File: config.mk
export PLATFORM = sky130hd
export DESIGN_NAME = tensor_product_top
export DESIGN_NICKNAME = d
export VERILOG_FILES = /design/src/logic/tensor_data_pkg.sv /design/src/logic/tensor_ctrl_pkg.sv /design/src/logic/stream_slice.sv /design/src/logic/operand_store.sv /design/src/logic/scalar_multiplier.sv /design/src/logic/scalar_accumulator.sv /design/src/logic/tensor_product_ctrl.sv /design/src/logic/tensor_product_top.sv
export SDC_FILE = /design/constraint.sdc
export NUM_CORES = 2
export LEC_CHECK = 0
export BUFFER_PORTS_ARGS = -buffer_cell sky130_fd_sc_hd__buf_2
export CORE_MARGIN = 2
export CORE_UTILIZATION = 40
export CTS_BUF_LIST = sky130_fd_sc_hd__clkbuf_4
export DETAILED_ROUTE_END_ITERATION = 8
export PLACE_DENSITY = 0.59
export SLEW_MARGIN = 20
export SYNTH_ARGS = -nofsm -noshare
export SYNTH_HDL_FRONTEND = slang
export SYNTH_SLANG_ARGS = --single-unit
export TNS_END_PERCENT = 1
File: constraint.sdc
create_clock -name CLK -period 10.71 [get_ports CLK]
set_input_delay 1.071 -clock CLK [delete_from_list [all_inputs] [get_ports CLK]]
set_output_delay 1.071 -clock CLK [all_outputs]
set_load 0.1 [all_outputs]
File: src/logic/tensor_data_pkg.sv
//////////////////////////////////////////////////////////////////////
// Datapath types for the tensor product engine
// Elements are signed 16-bit integers and sums are signed 40-bit
// Sums wrap modulo 2**ACC_W without saturation
// Up to 7x7 terms of full-scale products cannot reach that limit
//////////////////////////////////////////////////////////////////////
`default_nettype none

package tensor_data_pkg;

  // Element and accumulator widths
  parameter int ELEM_W = 16;
  parameter int ACC_W  = 40;

  typedef logic signed [ELEM_W-1:0] elem_t;
  typedef logic signed [ACC_W-1:0]  acc_t;

  // One multiply job for the datapath, 34 bits
  // first opens a new sum, last closes it
  typedef struct packed {
    elem_t a;
    elem_t b;
    logic  first;
    logic  last;
  } operand_pair_t;

  // Sign-extended product with the sum markers carried along
  typedef struct packed {
    acc_t prod;
    logic first;
    logic last;
  } product_t;

  // Output element of C, 43 bits
  typedef struct packed {
    acc_t value;
    logic end_row;
    logic end_slice;
    logic end_tensor;
  } result_t;

endpackage

`default_nettype wire

File: src/logic/tensor_ctrl_pkg.sv
//////////////////////////////////////////////////////////////////////
// Control types for the tensor product engine
// Sizes and indices are 3 bits wide, so one dimension holds 1 to 7
// A size of zero is not a valid job
//////////////////////////////////////////////////////////////////////
`default_nettype none

package tensor_ctrl_pkg;

  // Size or running index in one dimension
  typedef logic [2:0] dim_t;

  // Job descriptor, 12 bits
  // A is I x L x K, B is L x J x K, C is I x J x K
  typedef struct packed {
    dim_t size_i;
    dim_t size_j;
    dim_t size_k;
    dim_t size_l;
  } job_t;

  // Index record kept per pending sum
  // Same field order as the flag bits of result_t
  typedef struct packed {
    logic end_row;
    logic end_slice;
    logic end_tensor;
  } flag_rec_t;

  // Controller states
  typedef enum logic [1:0] {
    ST_IDLE,
    ST_LOAD,
    ST_ISSUE,
    ST_DRAIN
  } ctrl_state_t;

endpackage

`default_nettype wire

File: src/logic/stream_slice.sv
//////////////////////////////////////////////////////////////////////
// Single-entry valid/ready register slice for any payload type
// Full throughput, one item per cycle while out_ready stays high
// in_ready depends combinationally on out_ready
//////////////////////////////////////////////////////////////////////
`timescale 1ns/1ps
`default_nettype none

module stream_slice #(
  parameter type T = logic
) (
  input  logic CLK,
  input  logic RST,

  // Upstream side
  input  logic in_valid,
  output logic in_ready,
  input  T     in_data,

  // Downstream side
  output logic out_valid,
  input  logic out_ready,
  output T     out_data
);

  // Free when empty or when the held item leaves this cycle
  assign in_ready = !out_valid || out_ready;

  always_ff @(posedge CLK or posedge RST) begin
    if (RST) begin
      out_valid <= 1'b0;
    end else if (in_ready) begin
      out_valid <= in_valid;
    end
  end

  // Payload register
  always_ff @(posedge CLK) begin
    if (in_valid && in_ready) begin
      out_data <= in_data;
    end
  end

endmodule

`default_nettype wire

File: src/logic/operand_store.sv
//////////////////////////////////////////////////////////////////////
// Operand memories for tensors A and B
// A is taken first in full, then B, both written in arrival order
// Address of A is (k*I + i)*L + l, address of B is (k*L + l)*J + j
// Reads are combinational, so the memories map to distributed RAM
// job must be stable from the cycle after load_start
//////////////////////////////////////////////////////////////////////
`timescale 1ns/1ps
`default_nettype none

module operand_store
  import tensor_data_pkg::*;
  import tensor_ctrl_pkg::*;
#(
  parameter  int MAX_DIM = 4,
  localparam int AW      = $clog2(MAX_DIM ** 3)
) (
  input  logic          CLK,
  input  logic          RST,

  // Job sizes and load trigger
  input  job_t          job,
  input  logic          load_start,

  // Element streams
  input  logic          a_valid,
  output logic          a_ready,
  input  elem_t         a_data,
  input  logic          b_valid,
  output logic          b_ready,
  input  elem_t         b_data,

  // Both tensors in place
  output logic          loaded,

  // Read ports
  input  logic [AW-1:0] a_addr,
  input  logic [AW-1:0] b_addr,
  output elem_t         a_rdata,
  output elem_t         b_rdata
);

  localparam int DEPTH = MAX_DIM ** 3;
  // Wide enough for 7*7*7 elements
  localparam int CNT_W = 3 * $bits(dim_t);

  elem_t            mem_a [DEPTH];
  elem_t            mem_b [DEPTH];
  logic [CNT_W-1:0] wr_cnt;
  logic [CNT_W-1:0] a_total;
  logic [CNT_W-1:0] b_total;
  logic             a_fire;
  logic             b_fire;

  // Element counts of the current job
  assign a_total = CNT_W'(job.size_i) * CNT_W'(job.size_l) * CNT_W'(job.size_k);
  assign b_total = CNT_W'(job.size_l) * CNT_W'(job.size_j) * CNT_W'(job.size_k);

  assign a_fire = a_valid && a_ready;
  assign b_fire = b_valid && b_ready;

  //////////////////////////////////////////////////////////////////////
  // Load sequencing
  //////////////////////////////////////////////////////////////////////

  // a_ready and b_ready double as the phase flags
  always_ff @(posedge CLK or posedge RST) begin
    if (RST) begin
      a_ready <= 1'b0;
      b_ready <= 1'b0;
      loaded  <= 1'b0;
      wr_cnt  <= '0;
    end else if (load_start) begin
      a_ready <= 1'b1;
      b_ready <= 1'b0;
      loaded  <= 1'b0;
      wr_cnt  <= '0;
    end else if (a_fire) begin
      if (wr_cnt == a_total - 1'b1) begin
        // A done, B reuses the counter
        a_ready <= 1'b0;
        b_ready <= 1'b1;
        wr_cnt  <= '0;
      end else begin
        wr_cnt <= wr_cnt + 1'b1;
      end
    end else if (b_fire) begin
      if (wr_cnt == b_total - 1'b1) begin
        b_ready <= 1'b0;
        loaded  <= 1'b1;
        wr_cnt  <= '0;
      end else begin
        wr_cnt <= wr_cnt + 1'b1;
      end
    end
  end

  //////////////////////////////////////////////////////////////////////
  // Memories
  //////////////////////////////////////////////////////////////////////

  always_ff @(posedge CLK) begin
    if (a_fire) begin
      mem_a[AW'(wr_cnt)] <= a_data;
    end
    if (b_fire) begin
      mem_b[AW'(wr_cnt)] <= b_data;
    end
  end

  assign a_rdata = mem_a[a_addr];
  assign b_rdata = mem_b[b_addr];

endmodule

`default_nettype wire

File: src/logic/scalar_multiplier.sv
//////////////////////////////////////////////////////////////////////
// Two-stage pipelined signed 16x16 multiplier
// Latency is 2 cycles without stalls, at most 2 items in flight
// The product is sign-extended to the accumulator width
//////////////////////////////////////////////////////////////////////
`timescale 1ns/1ps
`default_nettype none

module scalar_multiplier
  import tensor_data_pkg::*;
(
  input  logic          CLK,
  input  logic          RST,

  // Operand pairs in
  input  logic          in_valid,
  output logic          in_ready,
  input  operand_pair_t in_data,

  // Products out
  output logic          out_valid,
  input  logic          out_ready,
  output product_t      out_data
);

  operand_pair_t              s1_data;
  logic                       s1_valid;
  logic                       s1_free;
  logic                       s2_free;
  logic signed [2*ELEM_W-1:0] s1_prod;

  // Each stage moves when the one after it is empty or draining
  assign s2_free  = !out_valid || out_ready;
  assign s1_free  = !s1_valid || s2_free;
  assign in_ready = s1_free;

  // Both operands signed, full 32-bit result
  assign s1_prod = s1_data.a * s1_data.b;

  always_ff @(posedge CLK or posedge RST) begin
    if (RST) begin
      s1_valid  <= 1'b0;
      out_valid <= 1'b0;
    end else begin
      if (s1_free) begin
        s1_valid <= in_valid;
      end
      if (s2_free) begin
        out_valid <= s1_valid;
      end
    end
  end

  // Stage registers
  always_ff @(posedge CLK) begin
    if (in_valid && s1_free) begin
      s1_data <= in_data;
    end
    if (s1_valid && s2_free) begin
      out_data <= '{prod: acc_t'(s1_prod), first: s1_data.first, last: s1_data.last};
    end
  end

endmodule

`default_nettype wire

File: src/logic/scalar_accumulator.sv
//////////////////////////////////////////////////////////////////////
// Accumulates a run of products between first and last markers
// The sum is valid the cycle after the last product is taken
// The input stalls while a finished sum waits downstream
//////////////////////////////////////////////////////////////////////
`timescale 1ns/1ps
`default_nettype none

module scalar_accumulator
  import tensor_data_pkg::*;
(
  input  logic     CLK,
  input  logic     RST,

  // Products in
  input  logic     in_valid,
  output logic     in_ready,
  input  product_t in_data,

  // Finished sums out
  output logic     out_valid,
  input  logic     out_ready,
  output acc_t     out_data
);

  logic in_fire;

  // A new product may enter in the cycle the held sum leaves
  assign in_ready = !out_valid || out_ready;
  assign in_fire  = in_valid && in_ready;

  always_ff @(posedge CLK or posedge RST) begin
    if (RST) begin
      out_valid <= 1'b0;
    end else if (in_fire) begin
      // Set only when this product closes the sum
      out_valid <= in_data.last;
    end else if (out_ready) begin
      out_valid <= 1'b0;
    end
  end

  // Running sum, also the output register
  always_ff @(posedge CLK) begin
    if (in_fire) begin
      if (in_data.first) begin
        out_data <= in_data.prod;
      end else begin
        out_data <= out_data + in_data.prod;
      end
    end
  end

endmodule

`default_nettype wire

File: src/logic/tensor_product_ctrl.sv
//////////////////////////////////////////////////////////////////////
// Job controller of the tensor product engine
// One job at a time with no overlap of loading and computing
// Issue order is k, i, j, then l innermost
// Output flags wait in a 4-entry FIFO with one entry per pending sum
// job_ready returns only after c takes the end_tensor result
// Sizes above MAX_DIM are outside the contract
//////////////////////////////////////////////////////////////////////
`timescale 1ns/1ps
`default_nettype none

module tensor_product_ctrl
  import tensor_data_pkg::*;
  import tensor_ctrl_pkg::*;
#(
  parameter  int MAX_DIM = 4,
  localparam int AW      = $clog2(MAX_DIM ** 3)
) (
  input  logic          CLK,
  input  logic          RST,

  // Job stream
  input  logic          job_valid,
  output logic          job_ready,
  input  job_t          job_data,

  // Operand store
  output logic          load_start,
  input  logic          loaded,
  output job_t          job_size,
  output logic [AW-1:0] a_addr,
  output logic [AW-1:0] b_addr,
  input  elem_t         a_rdata,
  input  elem_t         b_rdata,

  // Operand pairs to the multiplier
  output logic          pair_valid,
  input  logic          pair_ready,
  output operand_pair_t pair_data,

  // Sums from the accumulator
  input  logic          sum_valid,
  output logic          sum_ready,
  input  acc_t          sum_data,

  // Flagged results
  output logic          res_valid,
  input  logic          res_ready,
  output result_t       res_data
);

  localparam int FIFO_DEPTH = 4;
  localparam int PW         = $clog2(FIFO_DEPTH);

  ctrl_state_t  state;
  dim_t         idx_i;
  dim_t         idx_j;
  dim_t         idx_k;
  dim_t         idx_l;
  logic         i_end;
  logic         j_end;
  logic         k_end;
  logic         l_end;
  logic         job_fire;
  logic         pair_fire;
  logic         res_fire;

  flag_rec_t    fifo_mem [FIFO_DEPTH];
  flag_rec_t    fifo_head;
  logic [PW-1:0] wr_ptr;
  logic [PW-1:0] rd_ptr;
  logic [PW:0]  fifo_cnt;
  logic         fifo_push;
  logic         fifo_full;
  logic         fifo_empty;

  // Zero-extend an index or size to address width
  function automatic logic [AW-1:0] ext(input dim_t d);
    return AW'(d);
  endfunction

  assign job_fire   = job_valid && job_ready;
  assign load_start = job_fire;

  // Last index in each dimension
  assign i_end = (idx_i == job_size.size_i - 3'd1);
  assign j_end = (idx_j == job_size.size_j - 3'd1);
  assign k_end = (idx_k == job_size.size_k - 3'd1);
  assign l_end = (idx_l == job_size.size_l - 3'd1);

  //////////////////////////////////////////////////////////////////////
  // Operand issue
  //////////////////////////////////////////////////////////////////////

  assign a_addr = (ext(idx_k) * ext(job_size.size_i) + ext(idx_i)) * ext(job_size.size_l)
                  + ext(idx_l);
  assign b_addr = (ext(idx_k) * ext(job_size.size_l) + ext(idx_l)) * ext(job_size.size_j)
                  + ext(idx_j);

  // Hold back while every FIFO slot has a pending sum
  assign pair_valid = (state == ST_ISSUE) && !fifo_full;
  assign pair_fire  = pair_valid && pair_ready;
  assign pair_data  = '{a: a_rdata, b: b_rdata, first: (idx_l == 3'd0), last: l_end};

  //////////////////////////////////////////////////////////////////////
  // Flag FIFO
  //////////////////////////////////////////////////////////////////////

  // One record per sum pushed with its last pair
  assign fifo_push  = pair_fire && l_end;
  assign fifo_full  = (fifo_cnt == (PW+1)'(FIFO_DEPTH));
  assign fifo_empty = (fifo_cnt == '0);
  assign fifo_head  = fifo_mem[rd_ptr];

  always_ff @(posedge CLK or posedge RST) begin
    if (RST) begin
      wr_ptr   <= '0;
      rd_ptr   <= '0;
      fifo_cnt <= '0;
    end else begin
      if (fifo_push) begin
        wr_ptr <= wr_ptr + 1'b1;
      end
      if (res_fire) begin
        rd_ptr <= rd_ptr + 1'b1;
      end
      case ({fifo_push, res_fire})
        2'b10:   fifo_cnt <= fifo_cnt + 1'b1;
        2'b01:   fifo_cnt <= fifo_cnt - 1'b1;
        default: fifo_cnt <= fifo_cnt;
      endcase
    end
  end

  always_ff @(posedge CLK) begin
    if (fifo_push) begin
      fifo_mem[wr_ptr] <= '{end_row: j_end, end_slice: j_end && i_end,
                            end_tensor: j_end && i_end && k_end};
    end
  end

  // Sums return in issue order and match the FIFO head
  assign res_valid = sum_valid && !fifo_empty;
  assign sum_ready = res_ready && !fifo_empty;
  assign res_fire  = res_valid && res_ready;
  assign res_data  = '{value: sum_data, end_row: fifo_head.end_row,
                       end_slice: fifo_head.end_slice, end_tensor: fifo_head.end_tensor};

  //////////////////////////////////////////////////////////////////////
  // State machine
  //////////////////////////////////////////////////////////////////////

  // Job sizes held for the whole job
  always_ff @(posedge CLK) begin
    if (job_fire) begin
      job_size <= job_data;
    end
  end

  // Indices wrap to zero at the end of a tensor
  always_ff @(posedge CLK or posedge RST) begin
    if (RST) begin
      state     <= ST_IDLE;
      job_ready <= 1'b0;
      idx_i     <= '0;
      idx_j     <= '0;
      idx_k     <= '0;
      idx_l     <= '0;
    end else begin
      case (state)
        ST_IDLE: begin
          if (job_fire) begin
            state     <= ST_LOAD;
            job_ready <= 1'b0;
          end else begin
            job_ready <= 1'b1;
          end
        end
        ST_LOAD: begin
          // Store fills A then B
          if (loaded) begin
            state <= ST_ISSUE;
          end
        end
        ST_ISSUE: begin
          if (pair_fire) begin
            idx_l <= l_end ? '0 : idx_l + 3'd1;
            if (l_end) begin
              idx_j <= j_end ? '0 : idx_j + 3'd1;
              if (j_end) begin
                idx_i <= i_end ? '0 : idx_i + 3'd1;
                if (i_end) begin
                  idx_k <= k_end ? '0 : idx_k + 3'd1;
                  if (k_end) begin
                    state <= ST_DRAIN;
                  end
                end
              end
            end
          end
        end
        ST_DRAIN: begin
          // Empty FIFO means the end_tensor result sits in the output slice
          // The slice frees on the c transfer that ends the job
          if (fifo_empty && res_ready) begin
            state     <= ST_IDLE;
            job_ready <= 1'b1;
          end
        end
        default: begin
          state <= ST_IDLE;
        end
      endcase
    end
  end

endmodule

`default_nettype wire

File: src/logic/tensor_product_top.sv
//////////////////////////////////////////////////////////////////////
// Tensor product engine, C[i][j][k] = sum over l of A[i][l][k]*B[l][j][k]
// A arrives as k, i, l and B as k, l, j, innermost index last
// C leaves as k, i, j with end_row, end_slice and end_tensor flags
// MAX_DIM bounds every size and sets the memory depth to MAX_DIM**3
//////////////////////////////////////////////////////////////////////
`timescale 1ns/1ps
`default_nettype none

module tensor_product_top
  import tensor_data_pkg::*;
  import tensor_ctrl_pkg::*;
#(
  parameter int MAX_DIM = 4
) (
  input  logic    CLK,
  input  logic    RST,

  input  logic    job_valid,
  output logic    job_ready,
  input  job_t    job_data,

  input  logic    a_valid,
  output logic    a_ready,
  input  elem_t   a_data,

  input  logic    b_valid,
  output logic    b_ready,
  input  elem_t   b_data,

  output logic    c_valid,
  input  logic    c_ready,
  output result_t c_data
);

  localparam int AW = $clog2(MAX_DIM ** 3);

  // Store link
  job_t          job_size;
  logic          load_start;
  logic          loaded;
  logic [AW-1:0] a_addr;
  logic [AW-1:0] b_addr;
  elem_t         a_rdata;
  elem_t         b_rdata;

  // Datapath links
  logic          pair_valid;
  logic          pair_ready;
  operand_pair_t pair_data;
  logic          mul_valid;
  logic          mul_ready;
  operand_pair_t mul_data;
  logic          prod_valid;
  logic          prod_ready;
  product_t      prod_data;
  logic          sum_valid;
  logic          sum_ready;
  acc_t          sum_data;
  logic          res_valid;
  logic          res_ready;
  result_t       res_data;

  operand_store #(.MAX_DIM(MAX_DIM)) u_operand_store (
    .CLK(CLK), .RST(RST),
    .job(job_size), .load_start(load_start),
    .a_valid(a_valid), .a_ready(a_ready), .a_data(a_data),
    .b_valid(b_valid), .b_ready(b_ready), .b_data(b_data),
    .loaded(loaded),
    .a_addr(a_addr), .b_addr(b_addr), .a_rdata(a_rdata), .b_rdata(b_rdata)
  );

  tensor_product_ctrl #(.MAX_DIM(MAX_DIM)) u_ctrl (
    .CLK(CLK), .RST(RST),
    .job_valid(job_valid), .job_ready(job_ready), .job_data(job_data),
    .load_start(load_start), .loaded(loaded), .job_size(job_size),
    .a_addr(a_addr), .b_addr(b_addr), .a_rdata(a_rdata), .b_rdata(b_rdata),
    .pair_valid(pair_valid), .pair_ready(pair_ready), .pair_data(pair_data),
    .sum_valid(sum_valid), .sum_ready(sum_ready), .sum_data(sum_data),
    .res_valid(res_valid), .res_ready(res_ready), .res_data(res_data)
  );

  // Cuts the memory read path ahead of the multiplier
  stream_slice #(.T(operand_pair_t)) u_pair_slice (
    .CLK(CLK), .RST(RST),
    .in_valid(pair_valid), .in_ready(pair_ready), .in_data(pair_data),
    .out_valid(mul_valid), .out_ready(mul_ready), .out_data(mul_data)
  );

  scalar_multiplier u_multiplier (
    .CLK(CLK), .RST(RST),
    .in_valid(mul_valid), .in_ready(mul_ready), .in_data(mul_data),
    .out_valid(prod_valid), .out_ready(prod_ready), .out_data(prod_data)
  );

  scalar_accumulator u_accumulator (
    .CLK(CLK), .RST(RST),
    .in_valid(prod_valid), .in_ready(prod_ready), .in_data(prod_data),
    .out_valid(sum_valid), .out_ready(sum_ready), .out_data(sum_data)
  );

  // Registered output stream
  stream_slice #(.T(result_t)) u_out_slice (
    .CLK(CLK), .RST(RST),
    .in_valid(res_valid), .in_ready(res_ready), .in_data(res_data),
    .out_valid(c_valid), .out_ready(c_ready), .out_data(c_data)
  );

endmodule

`default_nettype wire

Word-level counts from Yosys, hierarchy flattened
Memories as Yosys holds them, arrays and structs flattened. A register that Yosys moved wholly into a read port is not among the register bits.
Cells that the tools add are included.
- mux-type cells: 43
- $mul: 9
- eq/ne operators: 22
- reduce and logical (&&, ||, !) cells: 48
- add/subtract/negate cells: 20
- operators by type and width (operator ; number):
    9-bit 2-to-1 mux ; 5
    40-bit by 32-bit adder with 40-bit output ; 1
    40-bit 2-to-1 mux ; 1
    16-bit by 16-bit multiplier with 32-bit output ; 1
    6-bit by 3-bit adder with 6-bit output ; 4
    3-bit by 3-bit multiplier with 6-bit output ; 4
    1-bit 2-to-1 mux ; 22
    9-bit equality test ; 2
    6-bit by 3-bit multiplier with 9-bit output ; 2
    9-bit by 1-bit subtractor with 9-bit output, second input constant ; 2
    2-bit 2-to-1 mux ; 8
    3-bit by 1-bit adder with 3-bit output, second input constant ; 5
    1-bit logical AND ; 15
    3-bit by 1-bit subtractor with 3-bit output, second input constant ; 5
    2-bit nonzero test ; 7
    3-bit equality test ; 4
    6-bit by 3-bit multiplier with 6-bit output ; 2
    3-bit 2-to-1 mux ; 4
    2-bit by 1-bit inequality test with 1-bit output, second input constant ; 6
    9-bit by 1-bit adder with 9-bit output, second input constant ; 1
    3-bit AND reduction ; 3
    2-bit case mux with 4 select lines ; 1
    8-bit AND reduction ; 1
    1-bit logical NOT ; 7
    15 further kinds ; 29
- bits in registers: 201
- input bits: 50
- output and inout bits: 47
- RAM bits: 2060
- logic and storage cells: 178
- memories: 3
- memories (name ; words ; bits a word ; rd ports ; clocked after memory_dff ; write ports ; RTL line ; RTL):
    u_operand_store.mem_a ; 64 ; 16 ; 1 ; 1 ; 1 ; operand_store.sv:47 ; elem_t mem_a [DEPTH];
    u_operand_store.mem_b ; 64 ; 16 ; 1 ; 1 ; 1 ; operand_store.sv:48 ; elem_t mem_b [DEPTH];
    u_ctrl.fifo_mem ; 4 ; 3 ; 1 ; 1 ; 1 ; tensor_product_ctrl.sv:68 ; flag_rec_t fifo_mem [FIFO_DEPTH];

Longest topological paths before layout
- depth after elaboration: 11
- depth in mapped cells: 23
- depth with buffers taken out: 22

Hierarchy
From an unflattened synthesis, not the netlist that was laid out.
- cell total of the unflattened synthesis: 5539
- area, all modules: 103689.4 sq um
- by module, submodules not included (module ; sequential area each (sq um) ; area each (sq um) ; instances ; cells an instance):
    operand_store ; 61799.3 ; 80599.8 ; 1 ; 3363
    scalar_multiplier ; 2092.0 ; 12233.0 ; 1 ; 1201
    tensor_product_ctrl ; 1271.2 ; 4330.4 ; 1 ; 426
    scalar_accumulator ; 1226.2 ; 4098.9 ; 1 ; 462
    stream_slice (u_out_slice) ; 1316.3 ; 1348.8 ; 1 ; 48
    stream_slice (u_pair_slice) ; 1046.0 ; 1078.5 ; 1 ; 39

Least setup slack after synthesis
Ideal clock, no wire load.
- path type: reg-to-reg
- from: register u_multiplier.s1_data[33] (netlist name)
- to: register, netlist name u_multiplier.out_data[33]
- buffers on the path: 2
- setup time: 260 ps
- setup slack: 4463 ps
- data arrival time: 5987 ps
- period minus slack after synthesis: 6247 ps
- stages on the path, launching flop included: 21
- path through: edfxtp_1 clkbuf_1 nand2_1 inv_1 fa_1 fa_1 inv_1 fa_1 fa_1 fa_1 fa_1 inv_1 ha_1 clkbuf_1 and4_1 and3_1 nor2b_1 a211oi_1 o2111ai_1 a21oi_1 xnor2_1
- word-level cells in the longest chain between the ends: 1
- ends and longest elaborated chain (element ; RTL line ; RTL):
    start: declaration ; scalar_multiplier.sv:26 ; operand_pair_t s1_data;
    start signal: assignment ; scalar_multiplier.sv:57 ; s1_data <= in_data;
    16-bit by 16-bit multiplier with 32-bit output ; scalar_multiplier.sv:38 ; assign s1_prod = s1_data.a * s1_data.b;
    via u_multiplier.s1_prod[31] ; scalar_multiplier.sv:30 ; logic signed [2*ELEM_W-1:0] s1_prod;
The timed path passes the listed nets, and every way through them passes these cells.
A chain may end at the register's enable or synchronous reset.

Worst setup path in the final report
- from: register, netlist name u_ctrl.job_size[0]
- to: register, netlist name u_pair_slice.out_data[12]
- word-level cells in the longest chain between the ends: 4
- ends and longest elaborated chain (element ; RTL line ; RTL):
    3-bit by 3-bit multiplier with 6-bit output ; tensor_product_ctrl.sv:97 ; assign b_addr = (ext(idx_k) * ext(job_size.size_l) + ext(idx_l)) * ext(job_size.size_j)
    6-bit by 3-bit adder with 6-bit output ; tensor_product_ctrl.sv:97 ;
    6-bit by 3-bit multiplier with 6-bit output ; tensor_product_ctrl.sv:97 ;
    6-bit by 3-bit adder with 6-bit output ; tensor_product_ctrl.sv:98 ; + ext(idx_j);
No other way between the ends.

==> impl.org <==
** Run status
- The run finished with clean final reports.

** Critical path
- Critical path buffer and inverter count :: 3
- Cell at the slowest stage of the critical path :: sky130_fd_sc_hd__fa_4
- The signal on the critical path passes through and2_1 -> fa_1 -> inv_1 -> fa_1 -> fa_1 -> nor2_1 -> fa_1 -> inv_1 -> fa_1 -> fa_4 -> buf_4 -> mux4_2 -> mux4_2.
- Most frequent cell on the critical path :: sky130_fd_sc_hd__fa_1
- In this run the worst setup path begins at u_ctrl.job_size[0].
- Reg2reg setup slack :: 3.75 ns
- The critical path is of the flop to flop type.
- Worst Path Max Fanout :: between 40 and 50
- Setup crit end kind :: flop
- Arrival time of the worst setup path :: 7.92 ns
- Endpoint of the most critical register-to-register path :: u_pair_slice.out_data[12]
- Crit. path cell count :: 13
- Worst path max stage delay :: ~1.1 ns
- The critical path ends at u_pair_slice.out_data[12].
- STA puts the critical path data required time at roughly 12 ns.
- Beginning of the worst register-to-register path :: u_ctrl.job_size[0]
- Counting cells, the worst reg-to-reg path comes to 13.
- Critical path launch point type :: flop
- Top cell family by delay on the critical path :: adder cells

** Global routing
- Number of antenna violations at the first check in global routing :: 24
- The first global-routing pass estimated ~380000 µm of wire.
- Number of global-route vias before repair :: 55100
- Summed over all layers, the global routing overflow is 0.
- GRT Overall Usage :: 20.1%
- Entering global routing, the biggest net connects 130 pins.

** Synth
- After synthesis, the share of flip-flops with an asynchronous set or reset is under 10%.
- Post-Synthesis Mean Instance Area :: around 19 µm²
- Top cells by area, synth :: sky130_fd_sc_hd__edfxtp_1 (66%), sky130_fd_sc_hd__mux4_2 (15%), sky130_fd_sc_hd__fa_1 (5.8%)
- In this run, synthesis inferred approximately 2300 flip-flops with an integrated enable.
- When the netlist entered floorplanning its net count stood at 5956.
- Seq/Total Area, Yosys :: between 60% and 70%
- The commonest cells after synthesis are sky130_fd_sc_hd__edfxtp_1 (2257), sky130_fd_sc_hd__mux4_2 (675), sky130_fd_sc_hd__inv_1 (406), sky130_fd_sc_hd__fa_1 (294), sky130_fd_sc_hd__nand2_1 (284).
- Post-synthesis instance area :: approximately 0.10 mm²
- For this run, the leading register cell type out of synthesis is sky130_fd_sc_hd__edfxtp_1.
- Post-synth cell types :: 70
- In the post-synthesis netlist, the cell with the most instances is sky130_fd_sc_hd__edfxtp_1.
- Synthesis produced a netlist whose cell count is 5394.
- Synth warn :: 0
- Of all cell types, the one taking the most synthesized area is sky130_fd_sc_hd__edfxtp_1.
- Fraction of post-synthesis cell area in the top cell type by area :: about two thirds
- The synthesized design contains about 2300 register bits.

** Floorplanning
- Area of the core :: between 0.2 and 0.3 mm²
- Measured along the x axis, the die boundary spans about 510 µm.
- Effective utilization at floorplan :: 40.2%
- Row cnt :: roughly 190
- The floorplan step defined a die boundary enclosing roughly 0.26 mm².
- Number of top-level design ports :: 97
- The floorplan step set the die height to ~510 µm.

** CTS
- The longest clock path from root to sink contains 4 buffers.
- TritonCTS clock tree :: yes
- Gates resized during post-CTS repair numbered 0.
- Clock latency on the worst-skew pair, taken at its later pin, is 1.28 ns.
- For this design, the sink count on the clock tree is between 2000 and 2500.
- After clock tree synthesis, the clock-pin slew on the worst setup and hold paths is roughly 0.060 ns.
- Total clock buffers created by CTS :: roughly 600
- Post-CTS setup buffer count :: 0
- In this run the number of H-tree levels came out at 6.
- The root buffer cell chosen for the clock tree is sky130_fd_sc_hd__clkbuf_4.

** Drt
- Number of detailed-route iterations in the first pass :: 5
- In this run the remaining antenna-violating nets after routing total 0.
- For this block, the via count after detailed routing is approximately 53000.
- After detailed routing, the number of vias per cell comes to ~5.4.
- Detailed router's first-iteration violation count :: around 5200
- Average wire length per cell after detail routing :: roughly 27 µm
- In the routed design, unresolved DRC markers number 0.
- The routed design has approximately 260000 µm of wire.

** Final layout
- Share of post-route cells with drive strength above 1 :: a little under a third
- The net count of the finished layout is approximately 6600.
- Core utilization of the finished layout :: a little under half
- Relative to the synthesized area, the layout overhead comes to 12.8%.

** Timing
- Final period utilization :: between 60% and 70%
- Setup violations remaining at the end of the flow were counted as 0.
- Worst setup skew after layout :: around 0.12 ns
- The count of pins over their slew limit was 0.
- TNS Setup :: 0 ns
- Setup repair after global routing left no endpoint under its margin.
- Slew headroom :: between 20% and 30%
- Max Fclk :: roughly 0.14 GHz
- At the pin with the least slew margin, the transition time is around 1.2 ns.
- Final Hold Viols :: 0
- Post-route minimum period :: slightly below 7 ns

** Flow run
- Number of maximum-capacitance constraint violations :: 0

** Min path
- Counting instances, the worst hold path has a depth of 3.
- The path class of the tightest hold or removal check is primary input to flop.

** Place
- Final HPWL from detailed placement :: approximately 170000 µm
- Routability-driven placement finished with a final weighted congestion of approximately 0.87.
- The count of buffers added on input and output ports is 96.
[state kept, by name, summed over array words and instances, names as in the netlist, 3 cells and up]
name	flops
u_pair_slice.out_data	34
u_accumulator.out_data	40
u_ctrl.idx_k	3
u_ctrl.fifo_cnt	3
u_operand_store.mem_b	1024
u_multiplier.s1_data	34
u_ctrl.idx_j	3
u_multiplier.out_data	34
u_operand_store.wr_cnt	9
u_ctrl.idx_l	3
u_ctrl.fifo_mem	12
u_operand_store.mem_a	1024
u_ctrl.job_size	12
u_out_slice.out_data	43
u_ctrl.idx_i	3
[placed cells by master, fill, tap and decap left out, types with 93 or more instances in the layout]
master,n
sky130_fd_sc_hd__o21ai_0,101
sky130_fd_sc_hd__and2_1,157
sky130_fd_sc_hd__mux4_2,675
sky130_fd_sc_hd__ha_1,214
sky130_fd_sc_hd__buf_4,159
sky130_fd_sc_hd__nor2_1,128
sky130_fd_sc_hd__fa_1,292
sky130_fd_sc_hd__edfxtp_1,2257
sky130_fd_sc_hd__clkbuf_4,871
sky130_fd_sc_hd__inv_1,404
sky130_fd_sc_hd__buf_2,93
sky130_fd_sc_hd__nand2_1,283
[worst min path at each step]
stage / startpoint / end / slack, ns
6_report: a_valid / u_operand_store.a_ready / 0.15
5_1_grt: a_valid / u_operand_store.a_ready / 0.10
4_1_cts: a_valid / u_operand_store.a_ready / 0.02
3_5_place_dp: u_pair_slice.out_data[0] / u_multiplier.s1_data[0] / 0.40
3_3_place_gp: u_multiplier.s1_data[0] / u_multiplier.out_data[0] / 0.40
2_1_floorplan: u_multiplier.s1_data[0] / u_multiplier.out_data[0] / 0.40
[kinds of logic after synthesis]
| logic type | Yosys count | share of synthesized area, % |
|---|---|---|
| xor+xnor | 131 | 1.12 |
| buf+inv | 634 | 2.41 |
| flops | 2296 | 67.2 |
| mux | 686 | 15.0 |
| fa+ha+maj | 512 | 8.43 |
| simple gates | 792 | 3.68 |
| compound gates | 343 | 2.13 |
[per-layer routing]
layer	track usage [%]	vias to the layer above	wire (µm)
met5	0	-	27
met4	7.32	4	7890
met3	3.48	393	17900
met2	32.4	2105	127000
met1	27.7	28200	108000
li1	-	22600	-
[per-stage QoR]
stage	setup slack, ns	hold slack, ns	instance area (µm²)	std cells
final	3.75	0.153	115000	9799
after global placement	3.78	0.402	107000	8787
after global routing	3.39	0.103	115000	9792
after detailed placement	3.69	0.405	108000	8789
after floorplan	4.46	0.400	102000	5394
after CTS	3.62	0.0242	115000	9763
[area by class of cell]
type / instances / area, µm²
clock inverters: 93 / 881
inverters: 407 / 1530
flip-flops and latches: 2296 / 68800
clock buffers: 871 / 6540
well taps: 3366 / 4210
fillers: 21900 / 139000
diodes: 35 / 87.6
repair buffers: 267 / 1850
multi-input cells: 2464 / 31400
[what timing repair did]
item	CTS	global route
hold buffers	10	0
hold endpoints to repair	48	0
endpoints found under the setup margin	0	0
[worst min-delay path: cells and delay by family]
kind | cells | cell delay (ns)
AO/OA/AOI/OAI | 1 | 0.10
AND/OR/NAND/NOR | 1 | 0.06
buffers and inverters | 1 | 0.14
Power is left out: the tool's default activity adds up to more than one toggle a clock period on the data nets, which glitch-free logic cannot reach.
